[src/source/noc_loop_macros.svh]
// Build-time constants for the loopback subsystem.
// Include this file in any source that needs block counts or register addresses.

`ifndef NOC_LOOP_MACROS_SVH
`define NOC_LOOP_MACROS_SVH

// Number of loopback blocks behind the router
`define NOC_NUM_BLOCKS 4

// log2 of the block count, low dst_sid bits used as lane select
`define NOC_LANE_BITS 2

// Settings register addresses
`define NOC_REG_NEXT_DST  8'd128
`define NOC_REG_SRC_SID   8'd129
`define NOC_REG_CLEAR_SEQ 8'd130

// Entries in each block's stream FIFO
`define NOC_FIFO_DEPTH 2

`endif

[src/source/chdr_pkg.sv]
// Packet types for the 64-bit stream.
// The same word is read either as a CHDR header or as two 32-bit samples.

package chdr_pkg;

  ////////////////////////////////////////////////////////////////////////////
  // Header layout, most significant field first
  ////////////////////////////////////////////////////////////////////////////
  typedef struct packed {
    logic [1:0]  pkt_type;
    logic        has_time;
    logic        eob;
    logic [11:0] seqnum;
    logic [15:0] length;
    logic [15:0] src_sid;
    logic [15:0] dst_sid;
  } chdr_hdr_t;

  // Payload view of a data beat
  typedef struct packed {
    logic [31:0] sample_hi;
    logic [31:0] sample_lo;
  } chdr_pld_t;

  ////////////////////////////////////////////////////////////////////////////
  // One 64-bit word, header or payload depending on position in packet
  ////////////////////////////////////////////////////////////////////////////
  typedef union packed {
    chdr_hdr_t hdr;
    chdr_pld_t pld;
  } chdr_word_u;

  // Stream beat, forward direction only
  // Ready runs as a separate wire
  typedef struct packed {
    chdr_word_u data;
    logic       last;
    logic       valid;
  } axis_beat_t;

endpackage

[src/source/block_cfg_pkg.sv]
// Control types for the loopback blocks.
// Covers the settings write bus and the per-block register set.

`include "noc_loop_macros.svh"

package block_cfg_pkg;

  // Settings write, strobe qualified
  // blk picks the target block at the router
  typedef struct packed {
    logic                        stb;
    logic [`NOC_LANE_BITS-1:0]   blk;
    logic [7:0]                  addr;
    logic [31:0]                 data;
  } set_bus_t;

  // Registers held inside each block
  typedef struct packed {
    logic [15:0] next_dst;
    logic [15:0] src_sid;
  } block_cfg_t;

endpackage

[src/source/stream_router.sv]
// Steers whole packets to one loopback block picked by the header dst_sid.
// Also fans the settings bus out, with the strobe sent to the addressed block only.

`timescale 1ns/10ps
`include "noc_loop_macros.svh"

module stream_router
  import chdr_pkg::*;
  import block_cfg_pkg::*;
(
  input  logic                                ce_clk,
  input  logic                                i_arst_n,
  input  axis_beat_t                          i_in,
  output logic                                o_in_ready,
  input  set_bus_t                            i_set,
  output axis_beat_t [`NOC_NUM_BLOCKS-1:0]    o_lane_beat,
  input  logic       [`NOC_NUM_BLOCKS-1:0]    i_lane_ready,
  output set_bus_t   [`NOC_NUM_BLOCKS-1:0]    o_lane_set
);

  localparam int NB = `NOC_NUM_BLOCKS;
  localparam int LB = `NOC_LANE_BITS;

  logic          in_pkt;
  logic [LB-1:0] lane_q;
  logic [LB-1:0] hdr_lane;
  logic [LB-1:0] sel;
  logic          xfer;

  // Lane comes from the header while idle, from the latch mid-packet
  assign hdr_lane   = i_in.data.hdr.dst_sid[LB-1:0];
  assign sel        = in_pkt ? lane_q : hdr_lane;
  assign o_in_ready = i_lane_ready[sel];
  assign xfer       = i_in.valid && o_in_ready;

  ////////////////////////////////////////////////////////////////////////////
  // Packet tracking
  ////////////////////////////////////////////////////////////////////////////
  always_ff @(posedge ce_clk or negedge i_arst_n) begin
    if (!i_arst_n) begin
      in_pkt <= 1'b0;
      lane_q <= '0;
    end else if (xfer) begin
      if (i_in.last) begin
        in_pkt <= 1'b0;
      end else if (!in_pkt) begin
        // Header of a multi-beat packet opens the lane
        in_pkt <= 1'b1;
        lane_q <= hdr_lane;
      end
    end
  end

  ////////////////////////////////////////////////////////////////////////////
  // Lane fan-out
  ////////////////////////////////////////////////////////////////////////////
  always_comb begin
    for (int k = 0; k < NB; k++) begin
      o_lane_beat[k].data  = i_in.data;
      o_lane_beat[k].last  = i_in.last;
      o_lane_beat[k].valid = i_in.valid && (sel == LB'(k));

      // Only the strobe differs between lanes
      o_lane_set[k]     = i_set;
      o_lane_set[k].stb = i_set.stb && (i_set.blk == LB'(k));
    end
  end

endmodule

[src/source/loopback_block.sv]
// One loopback block: settings registers, a small stream FIFO and header rewrite.
// Headers leave with the programmed dst/src IDs and the block's own sequence count.

`timescale 1ns/10ps
`include "noc_loop_macros.svh"

module loopback_block
  import chdr_pkg::*;
  import block_cfg_pkg::*;
(
  input  logic       ce_clk,
  input  logic       i_arst_n,
  input  axis_beat_t i_beat,
  output logic       o_ready,
  input  set_bus_t   i_set,
  output axis_beat_t o_beat,
  input  logic       i_ready
);

  localparam int DEPTH = `NOC_FIFO_DEPTH;
  localparam int PTR_W = (DEPTH > 1) ? $clog2(DEPTH) : 1;
  localparam int CNT_W = $clog2(DEPTH + 1);

  block_cfg_t       cfg;
  logic             clr_seq;
  logic [11:0]      seq;

  chdr_word_u       mem_data [DEPTH];
  logic [DEPTH-1:0] mem_last;
  logic [PTR_W-1:0] wr_ptr;
  logic [PTR_W-1:0] rd_ptr;
  logic [CNT_W-1:0] count;
  logic             push;
  logic             pop;
  logic             out_in_pkt;
  chdr_word_u       head_word;
  chdr_hdr_t        new_hdr;

  ////////////////////////////////////////////////////////////////////////////
  // Settings registers
  ////////////////////////////////////////////////////////////////////////////
  // Clear is a bare strobe, data ignored
  assign clr_seq = i_set.stb && (i_set.addr == `NOC_REG_CLEAR_SEQ);

  always_ff @(posedge ce_clk or negedge i_arst_n) begin
    if (!i_arst_n) begin
      cfg <= '0;
    end else if (i_set.stb) begin
      if (i_set.addr == `NOC_REG_NEXT_DST) begin
        cfg.next_dst <= i_set.data[15:0];
      end else if (i_set.addr == `NOC_REG_SRC_SID) begin
        cfg.src_sid <= i_set.data[15:0];
      end
    end
  end

  ////////////////////////////////////////////////////////////////////////////
  // Stream FIFO
  ////////////////////////////////////////////////////////////////////////////
  assign o_ready = (count != CNT_W'(DEPTH));
  assign push    = i_beat.valid && o_ready;
  assign pop     = o_beat.valid && i_ready;

  always_ff @(posedge ce_clk) begin
    if (push) begin
      mem_data[wr_ptr] <= i_beat.data;
      mem_last[wr_ptr] <= i_beat.last;
    end
  end

  always_ff @(posedge ce_clk or negedge i_arst_n) begin
    if (!i_arst_n) begin
      wr_ptr <= '0;
      rd_ptr <= '0;
      count  <= '0;
    end else begin
      if (push) begin
        wr_ptr <= (wr_ptr == PTR_W'(DEPTH - 1)) ? '0 : wr_ptr + 1'b1;
      end
      if (pop) begin
        rd_ptr <= (rd_ptr == PTR_W'(DEPTH - 1)) ? '0 : rd_ptr + 1'b1;
      end
      if (push && !pop) begin
        count <= count + 1'b1;
      end else if (pop && !push) begin
        count <= count - 1'b1;
      end
    end
  end

  // Output side packet position and sequence count
  always_ff @(posedge ce_clk or negedge i_arst_n) begin
    if (!i_arst_n) begin
      out_in_pkt <= 1'b0;
      seq        <= '0;
    end else begin
      if (pop) begin
        out_in_pkt <= !o_beat.last;
      end
      // A clear beats a header leaving in the same cycle
      if (clr_seq) begin
        seq <= '0;
      end else if (pop && !out_in_pkt) begin
        seq <= seq + 1'b1;
      end
    end
  end

  ////////////////////////////////////////////////////////////////////////////
  // Header rewrite
  ////////////////////////////////////////////////////////////////////////////
  always_comb begin
    head_word       = mem_data[rd_ptr];
    new_hdr         = head_word.hdr;
    new_hdr.seqnum  = seq;
    new_hdr.src_sid = cfg.src_sid;
    new_hdr.dst_sid = cfg.next_dst;

    o_beat.valid = (count != '0);
    o_beat.last  = mem_last[rd_ptr];
    if (out_in_pkt) begin
      o_beat.data.pld = head_word.pld;
    end else begin
      o_beat.data.hdr = new_hdr;
    end
  end

endmodule

[src/source/stream_merger.sv]
// Round-robin packet merger from all block return lanes into one stream.
// A grant stays locked until its tlast transfers, so packets never interleave.

`timescale 1ns/10ps
`include "noc_loop_macros.svh"

module stream_merger
  import chdr_pkg::*;
(
  input  logic                                ce_clk,
  input  logic                                i_arst_n,
  input  axis_beat_t [`NOC_NUM_BLOCKS-1:0]    i_beat,
  output logic       [`NOC_NUM_BLOCKS-1:0]    o_ready,
  output axis_beat_t                          o_out,
  input  logic                                i_out_ready
);

  localparam int NB = `NOC_NUM_BLOCKS;
  localparam int LB = `NOC_LANE_BITS;

  logic          locked;
  logic [LB-1:0] grant;
  logic [LB-1:0] last_win;
  logic [LB-1:0] pick;
  logic          any_valid;

  ////////////////////////////////////////////////////////////////////////////
  // Arbitration
  ////////////////////////////////////////////////////////////////////////////
  // Search starts one past the last winner, which is checked last
  always_comb begin : rr_pick
    logic [LB-1:0] idx;
    pick      = last_win;
    any_valid = 1'b0;
    idx       = '0;
    for (int i = 1; i <= NB; i++) begin
      idx = last_win + LB'(i);
      if (!any_valid && i_beat[idx].valid) begin
        pick      = idx;
        any_valid = 1'b1;
      end
    end
  end

  always_ff @(posedge ce_clk or negedge i_arst_n) begin
    if (!i_arst_n) begin
      locked   <= 1'b0;
      grant    <= '0;
      last_win <= LB'(NB - 1);
    end else if (!locked) begin
      if (any_valid) begin
        locked <= 1'b1;
        grant  <= pick;
      end
    end else if (o_out.valid && i_out_ready && o_out.last) begin
      // Packet done, next search moves past this lane
      locked   <= 1'b0;
      last_win <= grant;
    end
  end

  ////////////////////////////////////////////////////////////////////////////
  // Data path
  ////////////////////////////////////////////////////////////////////////////
  assign o_out.data  = i_beat[grant].data;
  assign o_out.last  = i_beat[grant].last;
  assign o_out.valid = locked && i_beat[grant].valid;

  // Ungranted lanes are held off
  always_comb begin
    for (int k = 0; k < NB; k++) begin
      o_ready[k] = locked && (grant == LB'(k)) && i_out_ready;
    end
  end

endmodule

[src/source/noc_loop_top.sv]
// Top of the loopback subsystem in the ce_clk domain.
// Router feeds NOC_NUM_BLOCKS loopback blocks, merger collects their packets.

`timescale 1ns/10ps
`include "noc_loop_macros.svh"

module noc_loop_top
  import chdr_pkg::*;
  import block_cfg_pkg::*;
(
  input  logic       ce_clk,
  input  logic       i_arst_n,
  input  axis_beat_t i_in,
  output logic       o_in_ready,
  output axis_beat_t o_out,
  input  logic       i_out_ready,
  input  set_bus_t   i_set
);

  axis_beat_t [`NOC_NUM_BLOCKS-1:0] lane_beat;
  set_bus_t   [`NOC_NUM_BLOCKS-1:0] lane_set;
  logic       [`NOC_NUM_BLOCKS-1:0] lane_ready;
  axis_beat_t [`NOC_NUM_BLOCKS-1:0] ret_beat;
  logic       [`NOC_NUM_BLOCKS-1:0] ret_ready;

  stream_router inst_router (
    .ce_clk       (ce_clk),
    .i_arst_n     (i_arst_n),
    .i_in         (i_in),
    .o_in_ready   (o_in_ready),
    .i_set        (i_set),
    .o_lane_beat  (lane_beat),
    .i_lane_ready (lane_ready),
    .o_lane_set   (lane_set)
  );

  ////////////////////////////////////////////////////////////////////////////
  // Loopback blocks
  ////////////////////////////////////////////////////////////////////////////
  for (genvar k = 0; k < `NOC_NUM_BLOCKS; k++) begin : g_block
    loopback_block inst_block (
      .ce_clk   (ce_clk),
      .i_arst_n (i_arst_n),
      .i_beat   (lane_beat[k]),
      .o_ready  (lane_ready[k]),
      .i_set    (lane_set[k]),
      .o_beat   (ret_beat[k]),
      .i_ready  (ret_ready[k])
    );
  end

  stream_merger inst_merger (
    .ce_clk      (ce_clk),
    .i_arst_n    (i_arst_n),
    .i_beat      (ret_beat),
    .o_ready     (ret_ready),
    .o_out       (o_out),
    .i_out_ready (i_out_ready)
  );

endmodule

[config.mk]
export PLATFORM = sky130hd
export DESIGN_NAME = noc_loop_top
export DESIGN_NICKNAME = d
export VERILOG_FILES = /design/src/source/chdr_pkg.sv /design/src/source/block_cfg_pkg.sv /design/src/source/stream_router.sv /design/src/source/loopback_block.sv /design/src/source/stream_merger.sv /design/src/source/noc_loop_top.sv
export VERILOG_INCLUDE_DIRS = /design/src /design/src/source
export SDC_FILE = /design/constraint.sdc
export NUM_CORES = 1
export LEC_CHECK = 0
export BUFFER_PORTS_ARGS = -buffer_cell sky130_fd_sc_hd__clkbuf_2
export CAP_MARGIN = 0
export CORE_ASPECT_RATIO = 0.5
export CORE_MARGIN = 2
export CORE_UTILIZATION = 53
export CTS_CLUSTER_DIAMETER = 30
export DETAILED_ROUTE_END_ITERATION = 6
export PLACE_DENSITY = 0.8
export SYNTH_ARGS = -nofsm -noshare
export SYNTH_HDL_FRONTEND = slang
export SYNTH_HIERARCHICAL = 1
export SYNTH_SLANG_ARGS = --single-unit
[constraint.sdc]
create_clock -name ce_clk -period 4.3 [get_ports ce_clk]
set_input_delay 0.43 -clock ce_clk [delete_from_list [all_inputs] [get_ports ce_clk]]
set_output_delay 0.43 -clock ce_clk [all_outputs]
set_load 0.01 [all_outputs]
Word level (Yosys, flattened, before mapping):

Memories as Yosys holds them, arrays and structs flattened.
Index checks and enable logic that the tools add are counted.

* add/subtract/negate cells: 23
* order comparisons: 18
* eq/ne operators: 16
* mux-type cells: 81
* bitwise gates (word level): 3
* reduce and logical (&&, ||, !) cells: 96

Operators by type and width (number)
* 66-bit binary-select mux with 2-bit select: 5
* 60-bit 2-to-1 mux: 4
* 12-bit 2-to-1 mux: 8
* 66-bit 2-to-1 mux: 1
* 1-bit logical AND: 51
* 12-bit by 1-bit adder with 12-bit output, second input constant: 4
* 1-bit 2-to-1 mux: 41
* 2-bit 2-to-1 mux: 13
* 8-bit equality test, second input constant: 3
* 2-bit nonzero test: 12
* 1-bit logical NOT: 19
* 2-bit by 3-bit < comparator with 1-bit output, second input constant: 6
* 1-bit by 2-bit < comparator with 1-bit output, second input constant: 8
* 2-bit AND reduction: 7
* 2-bit equality test, second input constant: 6
* 3-bit AND reduction: 4
* 2-bit by 1-bit adder with 2-bit output, second input constant: 5
* 1-bit adder, second input constant: 8
* 2-bit bitwise mux: 4
* 2-bit != test, second input constant: 4
* 2-bit by 1-bit subtractor with 2-bit output, second input constant: 4
* 2-bit by 1-bit equality test with 1-bit output, second input constant: 3
* 2-bit logical NOT: 3
* 2-bit adder, second input constant: 2
* 4 further kinds: 12

* bits in registers: 212
* bits in writable memories: 512
* input bits: 112
* output and inout port bits: 67
* logic and storage cells: 278
* memories: 4

Memories
* g_block[0].inst_block.mem_data: words 2, width 64, rd ports 1, clocked after Yosys merged registers in 0, wr ports 1, line loopback_block.sv:28 `chdr_word_u mem_data [DEPTH];`
* g_block[1].inst_block.mem_data: words 2, width 64, rd ports 1, clocked after Yosys merged registers in 0, wr ports 1, line loopback_block.sv:28
* g_block[2].inst_block.mem_data: words 2, width 64, rd ports 1, clocked after Yosys merged registers in 0, wr ports 1, line loopback_block.sv:28
* g_block[3].inst_block.mem_data: words 2, width 64, rd ports 1, clocked after Yosys merged registers in 0, wr ports 1, line loopback_block.sv:28

Logic depth before layout (Yosys ltp):

* word-level depth: 16
* gate-level depth with buffers: 12
* gate-level depth less buffers: 10

Modules after synthesis:

The synthesis kept the hierarchy.

By module, submodules not included
* loopback_block at g_block[3].inst_block: instances 1, cells an instance 457, area an instance 7159.4 µm²
* loopback_block at g_block[1].inst_block: instances 1, cells an instance 461, area an instance 7158.1 µm²
* loopback_block at g_block[2].inst_block: instances 1, cells an instance 460, area an instance 7154.4 µm²
* loopback_block at g_block[0].inst_block: instances 1, cells an instance 457, area an instance 7140.6 µm²
* stream_router: instances 1, cells an instance 460, area an instance 3478.3 µm²
* stream_merger: instances 1, cells an instance 116, area an instance 1889.3 µm²

Least setup slack after synthesis:

OpenSTA, ideal clock, no wires.

* kind: register to register
* start point: register inst_router.in_pkt
* end point: memory g_block[2].inst_block/mem_data[0][0] (netlist bit) (enable)
* library setup time: 0.488 ns
* data arrival time: 3.767 ns
* data required time: 3.812 ns
* path slack: 0.045 ns
* cell stages (with the launch flop): 7
* path buffers: 0
* clock period less this slack: 4.255 ns
* cell sequence: dfrtp_1 > mux2_4 > inv_1 > nand2_1 > nor2_1 > nand2_1 > nor2_1

RTL lines
* start: declaration: line stream_router.sv:24 `logic in_pkt;`
* start signal: assignment: line stream_router.sv:41 `in_pkt <= 1'b0;`
* start signal: assignment: line stream_router.sv:45 `in_pkt <= 1'b0;`
* start signal: assignment: line stream_router.sv:48 `in_pkt <= 1'b1;`
* end: declaration: line loopback_block.sv:28

==> metrics.md <==
| Metric | Value |
|---|---|
| Hold WS | 48.1 ps |
| Site Rows | 65 |
| Total power draw | 25.4 mW |
| CP endpoint kind | primary output |
| Non-filler instance count after layout | 3121 |
| Critical path class | flop to primary output |
| Clock transition at path regs | 70 ps |
| Rel. slew slack | 0.243 |
| Pleak | 14.2 nW |
| CTS root buf | clkbuf_16 |
| VDD IR max | 0.000407 V |
| Largest net degree at the start of global routing | 86 |
| CTS tree | yes |
| Vias in the first global route | 19500 |
| Beginning of the worst register-to-register path | inst_merger/grant[1] |
| Actual slew at the worst max-slew pin | 1130 ps |
| Status | finished, final reports clean |
| Routability Congestion | 0.842 |
| Gate power share | 0.262 |
| Starting DRT DRC Count | 2077 |
| DIE HEIGHT | 182 um |
| DP HPWL | 42.5 mm |
| Remaining DRCs | 0 |
| First-pass GRT wire length | 118 mm |
| Input/output buffers | 162 |
| Hold Path Class | primary input to flop |
| TritonRoute pass-1 iters | 5 |
| Starting Density | 0.533 |
| Final setup vio count | 0 |
| Hold path endpoint | g_block[1].inst_block/mem_data[0][13] |
| Critical path origin | inst_merger/grant[1] |
| Total gr overflow | 0 |
| Htree depth | 3 |
| Via count | 18700 |
| Unrepaired setup endpoints after global routing | no |
| Final Util | 0.581 |
| Antenna violations before repair | 4 |
| CP Launch Type | flop |
| Fin crit share | 0.834 |
| Synth Instances | 2339 |
| RR Endpoint | inst_merger/last_win[1] |
| Die ar. | 65200 sq um |
| Net Sw Frac | 0.325 |
| Internal cell power | 17.2 mW |
| Worst R2R Setup Slack | 1520 ps |
| Mean Syn Cell Area | 14.3 sq um |
| Post-DR wirelength/cell | 24.9 um |
| Ports | 179 |
| Flop pwr share | 0.380 |
| Routed Antenna Nets | 0 |
| Layout cells sized above 1 | 0.306 |
| Global-route usage over all layers | 0.239 |
| Area growth, synth to finish | 8.95% |
| Worst EP arrival | 3160 ps |
| Worst-path maximum fanout | 36 |
| Clock share of power | 0.359 |
| Vias per inst | 5.98 |
| Synth Cell Area | 33400 sq um |
| Worst clock skew | 34.2 ps |
| Yosys warns | 6 |
| Final setup TNS | 0 ps |
| Final Max Tran Viols | 0 |
| WL final | 77.7 mm |
| # clock sinks | 724 |
| Layout Nets | 2308 |
| Worst-Skew Late Latency | 670 ps |
| Max Freq | 279 MHz |
| CTS Buffer Depth | 3 |
| Syn Nets | 2459 |
| WHS Path Cells | 1 |
| Hold path start | i_in[15] |
| Final Hold Viols | 0 |
| Final min period | 3590 ps |
| Max-cap violations | 0 |
| WP data required | 3870 ps |
| Sw power | 8.27 mW |
| Die Width | 359 um |
| Post-Place Cells | 2916 |
| Num CTS Buffers | 106 |
| Core area | 62700 sq um |
| Reg2Reg Depth | 4 |
| Filler Cell Count | 4422 |
| P per Cell Area | 698 nW/um^2 |
==> power groups by stage <==
stage | Combinational [mW] | Clock (mW) | Sequential [mW]
after global routing | 7.04 | 9.51 | 9.76
after floorplan | 5.17 | 0 | 8.84
after CTS | 6.64 | 9.19 | 9.64
after global placement | 6.41 | 0 | 9.69
after detailed placement | 6.52 | 0 | 9.75
final | 6.65 | 9.12 | 9.66
==> repair_timing <==
action | in CTS | in global routing
hold endpoints to repair | 75 | 0
resized for setup | 0 | 0
hold buffers | 1 | 0
buffers inserted | 0 | 0
==> per-stage QoR <==
step                      area, sq um  worst slack, ps
after floorplan                 33400             44.7
after global placement          32600             1410
after detailed placement        32600             1390
after CTS                       36400              724
after global routing            36400              678
final                           36400              712
==> worst max path at each step <==
stage                                                      end  slack [ps]  cells after the start
after floorplan           g_block[2].inst_block/mem_data[0][0]          40                      6
after global placement                                o_out[0]        1410                      4
after detailed placement                              o_out[0]        1390                      4
after CTS                                             o_out[0]         720                      4
after global routing                                  o_out[0]         680                      4
final                                                 o_out[0]         710                      4
==> layout make-up <==
cell class	instances	area [sq um]	share of cell area
antenna	4	10.0	0.000275
clock buffer	133	2920	0.0802
clock inverter	67	886	0.0243
inverter	16	60.1	0.00165
multi-input combinational	1136	9480	0.260
sequential	724	20800	0.570
tap	837	1050	0.0287
timing repair buffer	204	1270	0.0350
==> layer usage <==
metal,up-vias,part of all wire,track usage
li1,7972,-,-
met1,9556,0.38,0.304
met2,957,0.51,0.411
met3,181,0.079,0.0411
met4,0,0.032,0.0945
met5,-,0,0
==> sequential cells by signal, summed over array words and instances, names as in the netlist <==
register / flops
g_block.inst_block/rd_ptr: 4
g_block.inst_block/out_in_pkt: 4
inst_merger/last_win: 2
g_block.inst_block/mem_data: 512
inst_merger/grant: 2
g_block.inst_block/count: 8
g_block.inst_block/mem_last: 8
inst_router/lane_q: 2
inst_router/in_pkt: 1
g_block.inst_block/cfg: 128
g_block.inst_block/seq: 48
inst_merger/locked: 1
g_block.inst_block/wr_ptr: 4
==> cell usage in the layout (no fill, tap or decap), types with 5 or more instances in the layout <==
cell type	count
or3_1	16
mux4_2	67
inv_6	9
xor2_1	12
xnor2_1	39
ha_1	8
clkinvlp_4	9
nand2_1	37
clkbuf_1	16
bufinv_16	14
or2_2	5
nor4_1	17
inv_1	16
o31ai_1	5
clkbuf_2	161
clkinv_4	8
dfrtp_4	10
buf_12	11
clkinv_2	9
nor2_1	227
nor3_1	8
or4_1	5
buf_4	30
clkbuf_8	7
clkbuf_16	111
mux2_4	41
nand4_1	10
a21oi_1	196
mux2_2	173
o21ai_0	18
inv_8	10
mux2i_1	178
edfxtp_1	520
nor3b_1	6
dfrtp_1	192
nand3_1	11
nand2b_1	7
==> worst max-delay path, stage by stage, from the launching register on <==
cell,delay (ps)
dfrtp_4,860
buf_4,690
mux4_2,620
and2_1,170
clkbuf_2,130
Note: power is estimated with default switching activity, not from simulation.
